==> src/design/fetch_pkg.sv <==
`default_nettype none

// shared widths and geometry for the instruction fetch subsystem
package fetch_pkg;

    localparam int ADDR_BITS = 16; // word address
    localparam int DATA_BITS = 32; // one instruction word

    // direct-mapped geometry with one word per line
    localparam int INDEX_BITS = 4;
    localparam int TAG_BITS = ADDR_BITS - INDEX_BITS;
    localparam int NUM_LINES = 2 ** INDEX_BITS;

    // cycles from a memory read being seen to its ready pulse
    localparam int MEM_LATENCY = 4;

    localparam int COUNT_BITS = 16; // hit and miss counters saturate at all ones

    typedef enum logic [1:0] {
        IDLE,
        COMPARE_TAG,
        ALLOCATE
    } cache_state_t;

endpackage

`default_nettype wire
==> src/design/fetch_unit.sv <==
`timescale 1ns/1ns
`default_nettype none

module fetch_unit (
    input  wire logic                            clk,
    input  wire logic                            rst,
    input  wire logic                            run,
    input  wire logic                            redirect_valid,
    input  wire logic [fetch_pkg::ADDR_BITS-1:0] redirect_pc,
    output logic                                 cpu_req_valid,
    output logic      [fetch_pkg::ADDR_BITS-1:0] cpu_req_addr,
    input  wire logic                            cpu_req_ready,
    input  wire logic [fetch_pkg::DATA_BITS-1:0] cpu_req_data,
    output logic                                 instr_valid,
    output logic      [fetch_pkg::ADDR_BITS-1:0] instr_pc,
    output logic      [fetch_pkg::DATA_BITS-1:0] instr_data
);

    logic [fetch_pkg::ADDR_BITS-1:0] pc; // next address to request
    logic [fetch_pkg::ADDR_BITS-1:0] req_addr; // address of the outstanding request
    logic [fetch_pkg::ADDR_BITS-1:0] issue_addr;
    logic busy;
    logic drop; // outstanding response belongs to a pc left by a redirect
    logic waiting;
    logic issue;

    assign waiting = busy && !cpu_req_ready;
    assign issue = run && !waiting; // a new request goes out alongside a ready pulse
    assign issue_addr = redirect_valid ? redirect_pc : pc;

    assign cpu_req_valid = waiting || issue;
    assign cpu_req_addr = waiting ? req_addr : issue_addr;

    always_ff @(posedge clk)
    begin
        if (rst)
        begin
            pc <= '0;
            busy <= 1'b0;
            drop <= 1'b0;
            instr_valid <= 1'b0;
        end
        else
        begin
            instr_valid <= cpu_req_ready && !drop && !redirect_valid;
            if (issue)
            begin
                busy <= 1'b1;
                pc <= issue_addr + 1'b1; // wraps at the address width
                drop <= 1'b0;
            end
            else
            begin
                if (cpu_req_ready)
                begin
                    busy <= 1'b0;
                end
                if (redirect_valid)
                begin
                    pc <= redirect_pc;
                    drop <= waiting;
                end
                else if (cpu_req_ready)
                begin
                    drop <= 1'b0;
                end
            end
        end
    end

    always_ff @(posedge clk)
    begin
        if (issue)
        begin
            req_addr <= issue_addr;
        end
        if (cpu_req_ready)
        begin
            instr_pc <= req_addr;
            instr_data <= cpu_req_data;
        end
    end

    // the cache may still be looking at the address until it answers
    assert property (@(posedge clk) disable iff (rst)
        (cpu_req_valid && !cpu_req_ready) ##1 (cpu_req_valid && !cpu_req_ready)
        |-> $stable(cpu_req_addr));

endmodule

`default_nettype wire

==> config.mk <==
export PLATFORM = sky130hd
export DESIGN_NAME = fetch_unit
export DESIGN_NICKNAME = d
export VERILOG_FILES = /design/src/design/fetch_pkg.sv /design/src/design/fetch_unit.sv
export SDC_FILE = /design/constraint.sdc
export NUM_CORES = 1
export LEC_CHECK = 0
export ABC_AREA = 1
export BUFFER_PORTS_ARGS = -buffer_cell sky130_fd_sc_hd__buf_4
export CAP_MARGIN = 0
export CORE_ASPECT_RATIO = 1.25
export CORE_UTILIZATION = 49
export DETAILED_ROUTE_END_ITERATION = 6
export GPL_TIMING_DRIVEN = 0
export PLACE_DENSITY = 0.86
export SLEW_MARGIN = 10
export SYNTH_ARGS = -nofsm -noshare
export SYNTH_HDL_FRONTEND = slang
export SYNTH_SLANG_ARGS = --single-unit
export TNS_END_PERCENT = 10
==> constraint.sdc <==
create_clock -name clk -period 2.6 [get_ports clk]
set_clock_uncertainty 0.2 [all_clocks]
set_input_delay 0.13 -clock clk [delete_from_list [all_inputs] [get_ports clk]]
set_output_delay 0.13 -clock clk [all_outputs]
set_load 0.005 [all_outputs]
==> results.ini <==
[outcome]
outcome=complete, no violations

[detailed_routing]
wl_met2_mm=4.974
drcViolationCount=0
num_vias=2828
wl_met1_mm=3.162
ant_nets=0
routed_via_density=4.953
routed_wl_mm=8.783
dr.pass1.iters=4
drtIter0Drc=117
wl_per_cell_um=15.38
dr_wl_met3_um=491
highest_layer=met4

[clock_network]
cts_tree=built
numCtsBuffers=9
clk_latency_ns=0.34
clock-sinks=83
clockBufferDepth=2
root_buffer=clkbuf_8
clkTransAtPathRegs_ns=0.08
htreeDepth=3

[floorplan]
core_um2=6648
rows=33
die_h_um=95.16
start_util_pct=51.18
die_width_um=76.53
die-area_um2=7282
ioPinCount=119

[sta]
post-route-min-period_ns=2.292
slew_violations=0
min_period_over_period_pct=88.15
rsz0062_at_grt=false
whs_ns=0.02982
maxSlewHeadroom_pct=58.51
max_clock_freq_ghz=0.4363
setup_viol=0
timing.final.hold_violations=0
worstMarginPinSlew_ns=0.6209

[synthesis]
synth_top_family_by_area=simple AND/OR/NAND/NOR gates
ys_types=31
syn_inst=305
ys_warn_count=0
synth_top_flop_cell=edfxtp_1
syn_nets=359
synth-compound-area-share_pct=7.503
yosysTopAreaCell=edfxtp_1
synth_edf_count=64
synth_area_leaders=edfxtp_1 56%, dfxtp_1 11%, nand2_1 7.8%
ys_ff_latch=83
ys_seq_area_share_pct=67.67
synthXorXnorAreaFrac_pct=0
muxShareOfSynthArea_pct=0
yosys.area_share.simple_pct=18.76
syn-cell-area_um2=3402
synth.avg_cell_area_um2=11.15
synth_fa_ha_area_share_pct=0.3678
yosysTopAreaCellShare_pct=56.49
synthArstFlopShare_pct=0

[finish]
final_area_um2=5051
fin_nets=533
syn_to_final_growth_pct=48.47
final_cells=571
fill_cells=417
n_antenna_cell=0
drive_gt1_share_pct=34.50

[grt]
overflow=0
antenna_found_initial=0
grt_pass1_vias=2826
grt_max_degree=51
track_usage_pct=24.90
grt_pass1_wl_mm=13.66

[setup_path]
critical_path_peak_fanout=8
worstPathCellList=dlygate4sd3_1 -> buf_6 -> nand2_1 -> dlygate4sd3_1 -> nand2_2 -> nand3_1 -> nor2_2 -> nand2_1 -> nor2_1 -> nand2_1 -> nand2_1 -> nor2_1
start_kind=input port
crit_top_cell=nand2_1
worstPathArrival_ns=2.34
endpoint_kind=flop
rr_startpoint=busy$_SDFFE_PP0P_
crit_slowest_cell=dlygate4sd3_1
crit_required_ns=2.65
slowest_delay_ns=0.58
critical_path_class=input port to flop
cp_num_buf_inv=3
startpoint=redirect_valid
critPathTopFamily=buffers and inverters

[flow_run]
maxCapViolCount=0

[placement]
place_area_um2=4389
port_buffers=117
hpwl_mm=5.561
place_inst=509
finalWeightedCongestion=0.8218

[power]
power_density_nw_per_um2=582.7
vdd_ir_drop_max_uv=315.3
power.total_w=0.002943
p_leak_nw=2.158

[hold_path]
hp-start=redirect_pc[11]
hold_class=input port to flop

-- through the flow --
step | utilization, % | TNS, ns | setup WS [ns]
floorplan | - | 0 | 0.6054
global placement | 66.03 | -0.9156 | -0.1584
detailed placement | 66.03 | -1.557 | -0.2199
CTS | 75.89 | 0 | 0.08044
global route | 75.98 | 0 | 0.1111
finish | 75.98 | 0 | 0.3081
-- placed cells by master (no fill, tap or decap), drive strengths merged --
cell         netlist  routed
a211oi             1       1
a21oi              8       8
a31oi              4       4
buf                4     121
bufinv             0       1
clkbuf             4      15
clkinv             1       3
clkinvlp           0       2
dfxtp             19      19
dlygate4sd3        0      46
edfxtp            64      64
ha                 1       1
inv               34      34
nand2             82      82
nand3             11      11
nand4              2       2
nor2              35      35
nor3               4       4
nor4               1       1
o211ai             1       1
o21ai             29      29
-- path summary, 6_finish.rpt --
path                                          endpoint  slack, ns  depth (start not counted)
worst max-delay path                 pc[12]$_SDFF_PP0_       0.31                         12
worst min-delay path            req_addr[11]$_DFFE_PP_       0.03                          3
worst max register to register        pc[8]$_SDFF_PP0_       0.46                          8
worst min register to register  instr_valid$_SDFF_PP0_       0.25                          1
-- what timing repair did --
| action | in CTS | in global routing |
|---|---|---|
| setup endpoints to repair | 0 | 8 |
| hold buffers | 46 | 0 |
| hold endpoints to repair | 49 | 0 |
| buffers inserted | 0 | 0 |
| gates resized for setup | 0 | 3 |
-- per-layer routing --
metal,GRT usage [%],vias up
met2,49.40,120
met3,5.072,17
met5,0,-
li1,-,1365
met1,25.98,1326
met4,8.654,0
-- power breakdown --
part | total (W) | internal, W | switching [W] | leakage [nW]
Combinational | 0.000468 | 0.000243 | 0.000225 | 1.28
Sequential | 0.00157 | 0.00154 | 0.0000342 | 0.787
Clock | 0.000905 | 0.000465 | 0.000440 | 0.0930
-- tightest hold or removal path: cells and delay by family --
kind	cells	cell delay, ns
compound gates	1	0.20
buf+inv	2	0.13
-- synthesized netlist by cell type, drive strengths merged, types with 2 or more instances --
| cell | count |
|---|---|
| nor3 | 4 |
| nand2 | 82 |
| dfxtp | 19 |
| a21oi | 8 |
| nand3 | 11 |
| clkbuf | 4 |
| buf | 4 |
| edfxtp | 64 |
| inv | 34 |
| o21ai | 29 |
| nand4 | 2 |
| nor2 | 35 |
| a31oi | 4 |
-- layout make-up --
type                    count  area [um2]  area share (%)
flip-flops and latches     83        2302           45.58
repair buffers            163        1339           26.50
multi-input cells         179       910.9           18.03
clock buffers              11       141.4           2.799
inverters                  35       136.4           2.700
well taps                  87       108.9           2.155
plain buffers               8       58.81           1.164
clock inverters             5       53.80           1.065
-- cell families after synthesis --
family,count (synthesis)
simple gates,135
flops,83
compound gates,43
buf+inv,43
fa+ha+maj,1
-- sequential cells by signal, summed over array words and instances, names as in the netlist --
| signal | count |
|---|---|
| instr_valid | 1 |
| instr_data | 32 |
| req_addr | 16 |
| drop | 1 |
| pc | 16 |
| instr_pc | 16 |
| busy | 1 |
Note: power is estimated with default switching activity, not from simulation.
